==> src/hw/rcb_pkg.sv <==
`default_nettype none

package rcb_pkg;

	//////////////////////////////////////////////////
	// Vector types
	//////////////////////////////////////////////////

	typedef logic [31:0] reg_word_t;
	typedef logic [15:0] reg_addr_t;
	typedef logic [7:0]  duty_t;
	typedef logic [9:0]  pwm_phase_t;
	typedef logic [15:0] tacho_count_t;
	typedef logic [7:0]  sample_num_t;

	//////////////////////////////////////////////////
	// Bundles
	//////////////////////////////////////////////////

	// One host access, strobe is a single cycle
	typedef struct packed {
		reg_addr_t addr;
		reg_word_t wdata;
		logic      wr;
	} host_bus_t;

	typedef struct packed {
		logic        pow;
		logic [7:0]  buttons;
		logic [1:0]  drape_sw_state;
		logic [1:0]  drape_em_state;
		logic [11:0] drape_sensor;
	} status_t;

	typedef struct packed {
		logic        right_em_open;
		logic        left_em_open;
		logic        estop_open;
		logic        diag_arm;
		logic [15:0] diag_key;
		logic [7:0]  diag_led;
		duty_t       fan1_duty;
		duty_t       fan2_duty;
	} ctrl_t;

	typedef struct packed {
		tacho_count_t count;
		sample_num_t  sample_num;
	} tacho_t;

	typedef enum logic {
		PWM_IDLE  = 1'b0,
		PWM_PULSE = 1'b1
	} pwm_state_t;

	//////////////////////////////////////////////////
	// Constants
	//////////////////////////////////////////////////

	// Identity, build stamp fields are set at release
	localparam logic [7:0] FPGA_MAJOR_VER = 8'h01;
	localparam logic [7:0] FPGA_REV       = 8'h00;
	localparam logic [7:0] FPGA_REV_YEAR  = 8'h00;
	localparam logic [7:0] FPGA_REV_MONTH = 8'h00;
	localparam logic [7:0] FPGA_REV_DAY   = 8'h00;
	localparam logic [7:0] FPGA_REV_HOUR  = 8'h00;

	localparam logic [15:0] ESTOP_DIAG_KEY = 16'hABCD;

	// One second of 1 MHz ticks
	localparam int unsigned FAN_TACHO_MEAS_TICKS = 1_000_000;
	localparam int unsigned PWM_PERIOD           = 1024;

	localparam logic [7:0] DIAG_LED_RESET = 8'hFF;
	localparam reg_word_t  READ_INVALID   = '1;

	// Register map
	localparam reg_addr_t ADDR_FPGA_VER              = 16'h0000;
	localparam reg_addr_t ADDR_FPGA_REV_DATA         = 16'h0004;
	localparam reg_addr_t ADDR_FPGA_POW_DIAG         = 16'h0008;
	localparam reg_addr_t ADDR_FPGA_BUTTONS          = 16'h000C;
	localparam reg_addr_t ADDR_FPGA_DRAPE_SENSOR     = 16'h0010;
	localparam reg_addr_t ADDR_FPGA_DRAPE_SW_STATE   = 16'h0014;
	localparam reg_addr_t ADDR_FPGA_DRAPE_EM_STATE   = 16'h0018;
	localparam reg_addr_t ADDR_FPGA_DRAPE_EM_OPEN    = 16'h001C;
	localparam reg_addr_t ADDR_FPGA_ESTOP_ACTIVATION = 16'h0020;
	localparam reg_addr_t ADDR_FPGA_ESTOP_DIAGNOSTIC = 16'h0024;
	localparam reg_addr_t ADDR_FPGA_ESTOP_OPEN       = 16'h0028;
	localparam reg_addr_t ADDR_FPGA_DIAGNOSTIC_LEDS  = 16'h002C;
	localparam reg_addr_t ADDR_FPGA_FAN1_TACHO       = 16'h0030;
	localparam reg_addr_t ADDR_FPGA_FAN1_PWM         = 16'h0034;
	localparam reg_addr_t ADDR_FPGA_FAN2_TACHO       = 16'h0038;
	localparam reg_addr_t ADDR_FPGA_FAN2_PWM         = 16'h003C;

endpackage

`default_nettype wire

==> src/hw/rcb_ctrl_regs.sv <==
`default_nettype none

module rcb_ctrl_regs (
	input  wire logic               clk_100m,
	input  wire logic               rst_n_syn,
	input  wire rcb_pkg::host_bus_t bus,
	output rcb_pkg::ctrl_t          ctrl,
	output logic                    diag_activation
);
	import rcb_pkg::*;

	//////////////////////////////////////////////////
	// Write decode
	//////////////////////////////////////////////////

	always_ff @(posedge clk_100m or negedge rst_n_syn)
	begin
		if (!rst_n_syn)
		begin
			ctrl          <= '0;
			ctrl.diag_led <= DIAG_LED_RESET;
		end
		else if (bus.wr)
		begin
			case (bus.addr)
				ADDR_FPGA_DRAPE_EM_OPEN:
				begin
					ctrl.right_em_open <= bus.wdata[8];
					ctrl.left_em_open  <= bus.wdata[0];
				end
				// Only the arm bit is kept here
				ADDR_FPGA_ESTOP_ACTIVATION:
					ctrl.diag_arm <= bus.wdata[31];
				ADDR_FPGA_ESTOP_DIAGNOSTIC:
					ctrl.diag_key <= bus.wdata[15:0];
				ADDR_FPGA_ESTOP_OPEN:
					ctrl.estop_open <= bus.wdata[0];
				ADDR_FPGA_DIAGNOSTIC_LEDS:
					ctrl.diag_led <= bus.wdata[7:0];
				ADDR_FPGA_FAN1_PWM:
					ctrl.fan1_duty <= bus.wdata[7:0];
				ADDR_FPGA_FAN2_PWM:
					ctrl.fan2_duty <= bus.wdata[7:0];
				default:
				begin
				end
			endcase
		end
	end

	// Diagnostic close needs arm bit and the key
	assign diag_activation = ctrl.diag_arm && (ctrl.diag_key == ESTOP_DIAG_KEY);

	//////////////////////////////////////////////////
	// Checks
	//////////////////////////////////////////////////

	// A rise needs a host write that sets the arm bit or stores the matching key
	a_diag_rise_keyed: assert property (
		@(posedge clk_100m) disable iff (!rst_n_syn)
		$rose(diag_activation) |->
			$past(bus.wr) &&
			(($past(bus.addr) == ADDR_FPGA_ESTOP_ACTIVATION && $past(bus.wdata[31])) ||
			($past(bus.addr) == ADDR_FPGA_ESTOP_DIAGNOSTIC &&
				$past(bus.wdata[15:0]) == ESTOP_DIAG_KEY))
	) else $error("diag_activation rose without a keyed e-stop write");

endmodule

`default_nettype wire

==> src/hw/rcb_fan_pwm.sv <==
`default_nettype none

module rcb_fan_pwm (
	input  wire logic           clk_100m,
	input  wire logic           rst_n_syn,
	input  wire logic           tick,
	input  wire rcb_pkg::duty_t duty,
	output logic                pwm
);
	import rcb_pkg::*;

	pwm_state_t state;
	pwm_phase_t phase;
	duty_t      duty_q;
	pwm_phase_t level;
	logic       full;

	// Duty latched once per period at phase 0
	assign level = {duty_q, 2'b00};
	assign full  = (duty_q == 8'hFF);

	always_ff @(posedge clk_100m or negedge rst_n_syn)
	begin
		if (!rst_n_syn)
		begin
			state  <= PWM_IDLE;
			phase  <= '0;
			duty_q <= '0;
			pwm    <= 1'b0;
		end
		else if (tick)
		begin
			if (phase == pwm_phase_t'(PWM_PERIOD - 1))
				phase <= '0;
			else
				phase <= phase + 1'b1;

			if (phase == '0)
			begin
				duty_q <= duty;
				state  <= (duty != '0) ? PWM_PULSE : PWM_IDLE;
				pwm    <= (duty != '0);
			end
			else
			begin
				case (state)
					PWM_PULSE:
					begin
						// Full duty never drops within the period
						if (!(phase < level || full))
						begin
							state <= PWM_IDLE;
							pwm   <= 1'b0;
						end
					end
					default:
						pwm <= 1'b0;
				endcase
			end
		end
	end

	a_zero_duty_low: assert property (
		@(posedge clk_100m) disable iff (!rst_n_syn)
		(tick && duty_q == '0) |-> !pwm
	) else $error("pwm high with zero latched duty");

endmodule

`default_nettype wire

==> src/hw/rcb_fan_tacho.sv <==
`default_nettype none

module rcb_fan_tacho (
	input  wire logic        clk_100m,
	input  wire logic        rst_n_syn,
	input  wire logic        tick,
	input  wire logic        meas_pulse,
	input  wire logic        tacho_in,
	output rcb_pkg::tacho_t  result
);
	import rcb_pkg::*;

	logic         tacho_meta;
	logic         tacho_sync;
	logic         tacho_prev;
	tacho_count_t edge_cnt;

	always_ff @(posedge clk_100m or negedge rst_n_syn)
	begin
		if (!rst_n_syn)
		begin
			tacho_meta <= 1'b0;
			tacho_sync <= 1'b0;
			tacho_prev <= 1'b0;
			edge_cnt   <= '0;
			result     <= '0;
		end
		else
		begin
			tacho_meta <= tacho_in;
			tacho_sync <= tacho_meta;
			tacho_prev <= tacho_sync;
			// Window end wins over a coinciding edge
			if (tick && meas_pulse)
			begin
				result.count      <= edge_cnt;
				result.sample_num <= result.sample_num + 1'b1;
				edge_cnt          <= '0;
			end
			else if (tacho_sync && !tacho_prev)
				edge_cnt <= edge_cnt + 1'b1;
		end
	end

endmodule

`default_nettype wire

==> src/hw/rcb_read_mux.sv <==
`default_nettype none

module rcb_read_mux (
	input  wire rcb_pkg::reg_addr_t addr,
	input  wire rcb_pkg::status_t   status,
	input  wire rcb_pkg::ctrl_t     ctrl,
	input  wire rcb_pkg::tacho_t    tacho1,
	input  wire rcb_pkg::tacho_t    tacho2,
	output rcb_pkg::reg_word_t      data_miso
);
	import rcb_pkg::*;

	// Purely combinational, no clock in this block
	always_comb
	begin
		case (addr)
			ADDR_FPGA_VER:
				data_miso = {16'h0000, FPGA_MAJOR_VER, FPGA_REV};
			ADDR_FPGA_REV_DATA:
				data_miso = {FPGA_REV_YEAR, FPGA_REV_MONTH, FPGA_REV_DAY, FPGA_REV_HOUR};
			ADDR_FPGA_POW_DIAG:
				data_miso = {31'b0, status.pow};
			ADDR_FPGA_BUTTONS:
				data_miso = {24'b0, status.buttons};
			// Sensors split in two groups of six
			ADDR_FPGA_DRAPE_SENSOR:
				data_miso = {18'b0, status.drape_sensor[11:6], 2'b00,
					status.drape_sensor[5:0]};
			ADDR_FPGA_DRAPE_SW_STATE:
				data_miso = {30'b0, status.drape_sw_state};
			ADDR_FPGA_DRAPE_EM_STATE:
				data_miso = {30'b0, status.drape_em_state};
			ADDR_FPGA_DRAPE_EM_OPEN:
				data_miso = {23'b0, ctrl.right_em_open, 7'b0, ctrl.left_em_open};
			ADDR_FPGA_ESTOP_ACTIVATION:
				data_miso = {ctrl.diag_arm, 31'b0};
			ADDR_FPGA_ESTOP_DIAGNOSTIC:
				data_miso = {16'h0000, ctrl.diag_key};
			ADDR_FPGA_ESTOP_OPEN:
				data_miso = {31'b0, ctrl.estop_open};
			ADDR_FPGA_DIAGNOSTIC_LEDS:
				data_miso = {24'b0, ctrl.diag_led};
			// Tacho words carry sample number above the count
			ADDR_FPGA_FAN1_TACHO:
				data_miso = {8'h00, tacho1.sample_num, tacho1.count};
			ADDR_FPGA_FAN1_PWM:
				data_miso = {24'b0, ctrl.fan1_duty};
			ADDR_FPGA_FAN2_TACHO:
				data_miso = {8'h00, tacho2.sample_num, tacho2.count};
			ADDR_FPGA_FAN2_PWM:
				data_miso = {24'b0, ctrl.fan2_duty};
			default:
				data_miso = READ_INVALID;
		endcase
	end

endmodule

`default_nettype wire

==> src/hw/rcb_status_sync.sv <==
`default_nettype none

module rcb_status_sync (
	input  wire logic        clk_100m,
	input  wire logic        rst_n_syn,
	input  wire logic        pow,
	input  wire logic [7:0]  fpga_buttons,
	input  wire logic [1:0]  drape_sw_state,
	input  wire logic [1:0]  drape_em_state,
	input  wire logic [11:0] drape_sensor,
	output rcb_pkg::status_t status
);
	import rcb_pkg::*;

	status_t raw;
	status_t meta;

	// Gather the raw pins, all asynchronous to clk_100m
	assign raw = '{
		pow:            pow,
		buttons:        fpga_buttons,
		drape_sw_state: drape_sw_state,
		drape_em_state: drape_em_state,
		drape_sensor:   drape_sensor
	};

	// Two flop stages against metastability
	always_ff @(posedge clk_100m or negedge rst_n_syn)
	begin
		if (!rst_n_syn)
		begin
			meta   <= '0;
			status <= '0;
		end
		else
		begin
			meta   <= raw;
			status <= meta;
		end
	end

endmodule

`default_nettype wire

==> src/hw/rcb_tick_gen.sv <==
`default_nettype none

module rcb_tick_gen #(
	parameter int unsigned meas_ticks = rcb_pkg::FAN_TACHO_MEAS_TICKS
) (
	input  wire logic clk_100m,
	input  wire logic rst_n_syn,
	input  wire logic clk_1m,
	output logic      tick,
	output logic      meas_pulse
);
	typedef logic [$clog2(meas_ticks + 2) - 1:0] win_cnt_t;

	logic     clk_1m_s;
	logic     clk_1m_prev;
	logic     rise;
	win_cnt_t win_cnt;

	// Held high in reset so a high clk_1m is not taken as an edge
	always_ff @(posedge clk_100m or negedge rst_n_syn)
	begin
		if (!rst_n_syn)
		begin
			clk_1m_s    <= 1'b1;
			clk_1m_prev <= 1'b1;
		end
		else
		begin
			clk_1m_s    <= clk_1m;
			clk_1m_prev <= clk_1m_s;
		end
	end

	assign rise = clk_1m_s && !clk_1m_prev;

	// Window counter runs 0..meas_ticks
	always_ff @(posedge clk_100m or negedge rst_n_syn)
	begin
		if (!rst_n_syn)
		begin
			tick       <= 1'b0;
			meas_pulse <= 1'b0;
			win_cnt    <= '0;
		end
		else
		begin
			tick       <= rise;
			meas_pulse <= rise && (win_cnt == win_cnt_t'(meas_ticks));
			if (rise)
			begin
				if (win_cnt == win_cnt_t'(meas_ticks))
					win_cnt <= '0;
				else
					win_cnt <= win_cnt + 1'b1;
			end
		end
	end

	a_tick_single: assert property (
		@(posedge clk_100m) disable iff (!rst_n_syn)
		tick |=> !tick
	) else $error("tick high for two cycles in a row");

endmodule

`default_nettype wire

==> src/hw/rcb_top.sv <==
`default_nettype none

module rcb_top #(
	parameter int unsigned meas_ticks = rcb_pkg::FAN_TACHO_MEAS_TICKS
) (
	input  wire logic                clk_100m,
	input  wire logic                rst_n_syn,
	input  wire logic                clk_1m,
	// Host side
	input  wire rcb_pkg::reg_addr_t  addr,
	input  wire rcb_pkg::reg_word_t  data_mosi,
	input  wire logic                data_mosi_rdy,
	output rcb_pkg::reg_word_t       data_miso,
	// Status pins
	input  wire logic                pow,
	input  wire logic [7:0]          fpga_buttons,
	input  wire logic [1:0]          drape_sw_state,
	input  wire logic [1:0]          drape_em_state,
	input  wire logic [11:0]         drape_sensor,
	// Control pins
	output logic                     right_drape_em_open,
	output logic                     left_drape_em_open,
	output logic                     estop_open,
	output logic                     diag_activation,
	output logic [7:0]               diagnostic_led,
	// Fans
	input  wire logic                fan1_tacho,
	input  wire logic                fan2_tacho,
	output logic                     fan1_pwm,
	output logic                     fan2_pwm
);
	import rcb_pkg::*;

	host_bus_t bus;
	status_t   status;
	ctrl_t     ctrl;
	tacho_t    tacho1;
	tacho_t    tacho2;
	logic      tick;
	logic      meas_pulse;

	assign bus = '{addr: addr, wdata: data_mosi, wr: data_mosi_rdy};

	assign right_drape_em_open = ctrl.right_em_open;
	assign left_drape_em_open  = ctrl.left_em_open;
	assign estop_open          = ctrl.estop_open;
	assign diagnostic_led      = ctrl.diag_led;

	rcb_status_sync i_status_sync (
		.clk_100m       (clk_100m),
		.rst_n_syn      (rst_n_syn),
		.pow            (pow),
		.fpga_buttons   (fpga_buttons),
		.drape_sw_state (drape_sw_state),
		.drape_em_state (drape_em_state),
		.drape_sensor   (drape_sensor),
		.status         (status)
	);

	rcb_ctrl_regs i_ctrl_regs (
		.clk_100m        (clk_100m),
		.rst_n_syn       (rst_n_syn),
		.bus             (bus),
		.ctrl            (ctrl),
		.diag_activation (diag_activation)
	);

	rcb_read_mux i_read_mux (
		.addr      (addr),
		.status    (status),
		.ctrl      (ctrl),
		.tacho1    (tacho1),
		.tacho2    (tacho2),
		.data_miso (data_miso)
	);

	rcb_tick_gen #(
		.meas_ticks (meas_ticks)
	) i_tick_gen (
		.clk_100m   (clk_100m),
		.rst_n_syn  (rst_n_syn),
		.clk_1m     (clk_1m),
		.tick       (tick),
		.meas_pulse (meas_pulse)
	);

	//////////////////////////////////////////////////
	// Fan channels
	//////////////////////////////////////////////////

	rcb_fan_pwm i_fan1_pwm (
		.clk_100m  (clk_100m),
		.rst_n_syn (rst_n_syn),
		.tick      (tick),
		.duty      (ctrl.fan1_duty),
		.pwm       (fan1_pwm)
	);

	rcb_fan_pwm i_fan2_pwm (
		.clk_100m  (clk_100m),
		.rst_n_syn (rst_n_syn),
		.tick      (tick),
		.duty      (ctrl.fan2_duty),
		.pwm       (fan2_pwm)
	);

	rcb_fan_tacho i_fan1_tacho (
		.clk_100m   (clk_100m),
		.rst_n_syn  (rst_n_syn),
		.tick       (tick),
		.meas_pulse (meas_pulse),
		.tacho_in   (fan1_tacho),
		.result     (tacho1)
	);

	rcb_fan_tacho i_fan2_tacho (
		.clk_100m   (clk_100m),
		.rst_n_syn  (rst_n_syn),
		.tick       (tick),
		.meas_pulse (meas_pulse),
		.tacho_in   (fan2_tacho),
		.result     (tacho2)
	);

endmodule

`default_nettype wire

==> config.mk <==
export PLATFORM = sky130hd
export DESIGN_NAME = rcb_top
export DESIGN_NICKNAME = d
export VERILOG_FILES = /design/src/hw/rcb_pkg.sv /design/src/hw/rcb_ctrl_regs.sv /design/src/hw/rcb_fan_pwm.sv /design/src/hw/rcb_fan_tacho.sv /design/src/hw/rcb_read_mux.sv /design/src/hw/rcb_status_sync.sv /design/src/hw/rcb_tick_gen.sv /design/src/hw/rcb_top.sv
export SDC_FILE = /design/constraint.sdc
export NUM_CORES = 1
export LEC_CHECK = 0
export BUFFER_PORTS_ARGS = -buffer_cell sky130_fd_sc_hd__clkbuf_2
export CAP_MARGIN = 20
export CELL_PAD_IN_SITES_DETAIL_PLACEMENT = 0
export CELL_PAD_IN_SITES_GLOBAL_PLACEMENT = 1
export CORE_UTILIZATION = 50
export CTS_CLUSTER_DIAMETER = 40
export CTS_CLUSTER_SIZE = 28
export DETAILED_ROUTE_END_ITERATION = 7
export MAX_ROUTING_LAYER = met4
export PLACE_DENSITY = 0.95
export REMOVE_ABC_BUFFERS = 1
export SLEW_MARGIN = 5
export SYNTH_ARGS = -nofsm -noshare
export SYNTH_HDL_FRONTEND = slang
export SYNTH_SLANG_ARGS = --single-unit
==> constraint.sdc <==
create_clock -name clk_100m -period 7.1 [get_ports clk_100m]
set_clock_uncertainty 0.2 [all_clocks]
set_input_delay 1.065 -clock clk_100m [delete_from_list [all_inputs] [get_ports clk_100m]]
set_output_delay 1.065 -clock clk_100m [all_outputs]
set_load 0.05 [all_outputs]
==> After elaboration in Yosys (flattened, before gate mapping) <==
Cells that the tools add are included.
{ "totals": {"ff_bits": 244, "inputBits": 79, "wordCells": 126} }
{ "op_classes": {"add_sub_neg": 7, "order_cmp": 2, "n_eq_ne": 23, "mux": 22, "n_reduce_logical": 29} }
{ "ops": {"columns": ["op", "n"], "rows": [
  ["32-bit one-hot mux with 16 select lines", 1],
  ["16-bit by 6-bit == test with 1-bit output, second input constant", 8],
  ["16-bit by 5-bit == test with 1-bit output, second input constant", 4],
  ["16-bit 2-to-1 mux", 4],
  ["16-bit by 1-bit adder with 16-bit output, second input constant", 2],
  ["16-bit by 4-bit == test with 1-bit output, second input constant", 2],
  ["2-bit AND reduction", 11],
  ["10-bit by 1-bit adder with 10-bit output, second input constant", 2],
  ["20-bit by 1-bit adder with 20-bit output, second input constant", 1],
  ["10-bit == test, second input constant", 2],
  ["20-bit == test, second input constant", 1],
  ["10-bit logical NOT", 2],
  ["10-bit < comparator", 2],
  ["10-bit 2-to-1 mux", 2],
  ["20-bit 2-to-1 mux", 1],
  ["8-bit by 1-bit adder with 8-bit output, second input constant", 2],
  ["16-bit == test, second input constant", 1],
  ["16-bit by 3-bit == test with 1-bit output, second input constant", 1],
  ["8-bit == test, second input constant", 2],
  ["16-bit logical NOT", 1],
  ["8-bit nonzero test", 2],
  ["1-bit 2-to-1 mux", 14],
  ["1-bit logical AND", 6],
  ["3-bit != test, second input constant", 2],
  ["3 further kinds", 7]
]} }

==> Longest topological paths before layout <==
{ "logic_depth": {"depth_word": 5, "mapped_depth": 7, "mapped_depth_nobuf": 7} }

==> By module <==
From an unflattened synthesis, not the netlist that was laid out.
{ "hier_totals": {"hier_cells": 1000, "hier_area_um2": 11213.3} }
{ "modules_own_cells": {"columns": ["mod", "instances", "cells_each", "area_per_inst_um2", "seq_area_each_um2"], "rows": [
  ["rcb_fan_tacho", 2, 179, 1791.7, 1076.0],
  ["rcb_fan_pwm", 2, 108, 1118.6, 500.5],
  ["rcb_ctrl_regs", 1, 113, 1848.0, 1111.1],
  ["rcb_status_sync", 1, 50, 1251.2, 1251.2],
  ["rcb_tick_gen", 1, 108, 1159.9, 603.1],
  ["rcb_read_mux", 1, 155, 1133.6, 0.0]
]} }

==> Worst setup path before layout <==
OpenSTA, ideal clock, no wires.
{ "synth_timing": {"path_kind": "input port to output port", "from": "in addr[13]", "to": "out data_miso[19]", "t_arrival_ns": 2.915, "required_time_ns": 5.835, "slack_ns": 2.920, "cell_stages": 6, "cell_sequence": "or4_4 -> buf_6 -> nor4_4 -> buf_6 -> a21oi_1 -> nand2_1"} }
{ "synth_between": {"elab_chain_cells": 2, "elab_cells_between_ends": 17, "classes_between": "eq/ne: 15; mux: 1; reduce/logical: 1"} }
{ "synth_lines": {"columns": ["element", "line_no", "rtl"], "rows": [
  ["from (decl)", "rcb_top.sv:10", "input wire rcb_pkg::reg_addr_t addr,"],
  ["16-bit by 6-bit == test with 1-bit output, or another cell as far along", "rcb_read_mux.sv:16", "case (addr)"],
  ["32-bit one-hot mux with 16 select lines *", "rcb_read_mux.sv:16", null],
  ["to (decl)", "rcb_top.sv:13", "output rcb_pkg::reg_word_t data_miso,"]
]} }
Mark *: on every way between the ends. The rest lies on a longest branch, timed or not.

==> Worst setup path after layout <==
{ "layout_timing": {"from": "in addr[5]", "to": "out data_miso[3]"} }
Same word-level chain as after synthesis.

==> results.sh <==
export IMPL_cts_resized=0
export IMPL_power_density_mw_per_mm2=276
export IMPL_grt_remaining_overflow=0
export IMPL_cts_setup_buffers=0
export IMPL_port_buffer_count=109
export IMPL_dp_hpwl_um=17400
export IMPL_dieArea_sq_mm=0.0225
export IMPL_insertedDiodeCount=0
export IMPL_syn_area_sq_mm=0.0110
export IMPL_critPathKind="in2out"
export IMPL_ys_ff_latch=244
export IMPL_drive_gt1_share_pct=23.0
export IMPL_drv_cap=0
export IMPL_synth_cell_types=54
export IMPL_clk_latency_ns=0.51
export IMPL_cts_tree="built"
export IMPL_fin_crit_ns=5.00
export IMPL_ys_top_cells_by_area="dfrtp_1, nand2_1, mux2_2"
export IMPL_synthXorXnorAreaFrac_pct=5.44
export IMPL_hold_violations=0
export IMPL_synth_most_common_cell="dfrtp_1"
export IMPL_register_area_sq_mm=0.00612
export IMPL_cts_htree_levels=2
export IMPL_synth_flop_cell="dfrtp_1"
export IMPL_worst_endpoint_required_ns=5.83
export IMPL_max_freq_mhz=200
export IMPL_reg2reg_depth=6
export IMPL_grt_pass1_wl_um=41400
export IMPL_timing_rr_end="i_fan1_tacho.result[7]$_DFFE_PN0P_"
export IMPL_slew_viol_final=0
export IMPL_synthArstFlopShare_pct=100
export IMPL_critPathLaunchType="input port"
export IMPL_design_area_sq_mm=0.0129
export IMPL_run_status="finished clean"
export IMPL_hold_end="i_status_sync.status[19]$_DFF_PN0_"
export IMPL_crit_path_max_fanout=19
export IMPL_clockBufferDepth=3
export IMPL_vias=8133
export IMPL_grt_pass1_vias=7974
export IMPL_io_pins=125
export IMPL_via_per_inst=5.77
export IMPL_synth_edf_count=0
export IMPL_root_buffer="clkbuf_16"
export IMPL_initial_core_util_pct=51.6
export IMPL_timing_final_crit_share_pct=70.4
export IMPL_yosysSeqAreaShare_pct=55.9
export IMPL_power_total_w=0.00355
export IMPL_antenna_found_initial=0
export IMPL_critical_path_arrival_ns=3.74
export IMPL_postSynthAreaPerCell_sq_um=11.0
export IMPL_core_sq_mm=0.0212
export IMPL_dp_slack_ns=2.02
export IMPL_drcViolationCount=0
export IMPL_yosys_top_cells_count="dfrtp_1, nand2_1, nor2_1, mux2_2, xnor2_1"
export IMPL_rows=53
export IMPL_p_leak_nw=6.01
export IMPL_hold_class="reg2reg"
export IMPL_drtIter0Drc=633
export IMPL_routedWlPerCell_um=18.4
export IMPL_finalNetCount=1210
export IMPL_area_growth_pct=17.5
export IMPL_fillers=1754
export IMPL_dieWidth_um=150
export IMPL_worst_slew_pin_slew_ns=1.10
export IMPL_die_y_um=150
export IMPL_hold_path_depth=0
export IMPL_vdd_drop_max_uv=213
export IMPL_synth_compound_area_share_pct=6.76
export IMPL_synth_top_family_by_area="simple AND/OR/NAND/NOR gates"
export IMPL_synthSimpleGateAreaFrac_pct=19.1
export IMPL_cp_end_kind="primary output"
export IMPL_drtAntennaViolNets=0
export IMPL_clock_sinks=244
export IMPL_multi_input_area_sq_mm=0.00446
export IMPL_cts_buffers=36
export IMPL_finalSetupViolations=0
export IMPL_rsz0062_at_grt="no"
export IMPL_r2r_setup_slack_ns=4.48
export IMPL_yosys_area_top_type_share_pct=53.5
export IMPL_grt_max_degree=118
export IMPL_yosysTopAreaCell="dfrtp_1"
export IMPL_worst_slack_ns=2.10
export IMPL_dpl_cell_area_sq_mm=0.0117
export IMPL_synthCells=999
export IMPL_r2r_start="i_tick_gen.tick$_DFF_PN0_"
export IMPL_clk_pin_slew_worst_paths_ns=0.05
export IMPL_gp_congestion=0.909
export IMPL_relSlewSlack_pct=26.0
export IMPL_hp_start="i_status_sync.meta[19]$_DFF_PN0_"
export IMPL_routed_wl_um=26000
export IMPL_grt_total_usage_pct=24.5
export IMPL_synthMuxAreaShare_pct=6.61
export IMPL_yosysWarningCount=0
export IMPL_yosys_area_share_adder_pct=2.74
export IMPL_first_pass_iters=7
export IMPL_ctsHoldBuffers=0
-- how the worst max path moves through the flow --
stage | startpoint | to | slack [ns] | cells after the start
2_1_floorplan | addr[13] | data_miso[1] | -1.36 | 5
3_3_place_gp | addr[5] | data_miso[2] | 2.06 | 7
3_5_place_dp | addr[5] | data_miso[2] | 2.02 | 7
4_1_cts | addr[5] | data_miso[2] | 2.01 | 7
5_1_grt | addr[5] | data_miso[3] | 1.99 | 8
6_report | addr[5] | data_miso[3] | 2.10 | 8
-- placed cells by master, fill, tap and decap left out, types with 4 or more instances in the layout --
cell type / count
buf_4: 9
inv_1: 32
and4_1: 7
nor3_1: 9
nand3_1: 39
inv_6: 5
mux2_1: 7
xor2_1: 27
o21ai_0: 24
or3_1: 9
a221oi_1: 8
nand3b_1: 6
clkbuf_2: 108
nor2_1: 55
clkbuf_16: 37
nor4_1: 16
mux2_2: 52
a21o_1: 7
clkbuf_1: 6
dfstp_2: 10
nand2_2: 4
nor4_2: 7
ha_1: 24
a22oi_1: 6
a222oi_1: 12
nand2_1: 167
mux2i_1: 6
a21oi_1: 40
clkinv_4: 4
nand4_1: 40
nor4b_1: 5
and3_1: 12
dfrtp_1: 234
clkbuf_8: 6
xnor2_1: 41
nor2b_1: 5
-- cell families (layout without fill, tap and decap cells) --
| group | count (synthesis) | count (layout) |
|---|---|---|
| buf+inv | 81 | 216 |
| xor+xnor | 68 | 68 |
| compound gates | 114 | 114 |
| flops | 244 | 244 |
| mux | 65 | 65 |
| simple gates | 403 | 403 |
| fa+ha+maj | 24 | 24 |
-- critical path: stages --
cell       delay (ns)
clkbuf_2         0.23
nand4bb_1        0.65
nor4b_4          0.71
buf_4            0.37
a22o_1           0.21
a211oi_1         0.05
nand3_1          0.14
clkbuf_2         0.30
-- flip-flops by register name (all words and copies together), names as in the netlist, 8 cells and up --
| register | count |
|---|---|
| i_ctrl_regs.ctrl | 44 |
| i_fan1_pwm.duty_q | 8 |
| i_fan1_pwm.phase | 10 |
| i_fan1_tacho.edge_cnt | 16 |
| i_fan1_tacho.result | 24 |
| i_fan2_pwm.duty_q | 8 |
| i_fan2_pwm.phase | 10 |
| i_fan2_tacho.edge_cnt | 16 |
| i_fan2_tacho.result | 24 |
| i_status_sync.meta | 25 |
| i_status_sync.status | 25 |
| i_tick_gen.win_cnt | 20 |
-- cell type report --
class / instances / area share (%)
timing repair buffer: 119 / 4.96
tap: 275 / 2.67
inverter: 32 / 0.933
clock inverter: 16 / 1.23
sequential: 244 / 47.5
clock buffer: 49 / 8.01
multi-input combinational: 674 / 34.6
-- metrics by stage --
stage / std cells / setup TNS, ns / hold WS [ns] / util, %
after floorplan: 950 / -23.23 / 0.131 / -
after global placement: 1342 / 0 / 0.132 / 54.9
after detailed placement: 1342 / 0 / 0.136 / 54.9
after CTS: 1407 / 0 / 0.147 / 60.5
after global routing: 1409 / 0 / 0.150 / 60.6
final: 1409 / 0 / 0.142 / 60.6
-- layer usage --
metal,vias to the layer above,wire (um),GRT usage (%)
met2,299,12000,36.5
met1,4025,11500,33.1
met3,62,1740,4.82
met5,-,0,-
li1,3747,-,-
met4,0,782,9.49
-- power breakdown --
part	internal, W	total, W	switching (W)
combinational	0.000112	0.000254	0.000142
sequential	0.00148	0.00158	0.000101
clock	0.00107	0.00172	0.000650
total	0.00266	0.00355	0.000893
Power figures use the tool's default switching activity.
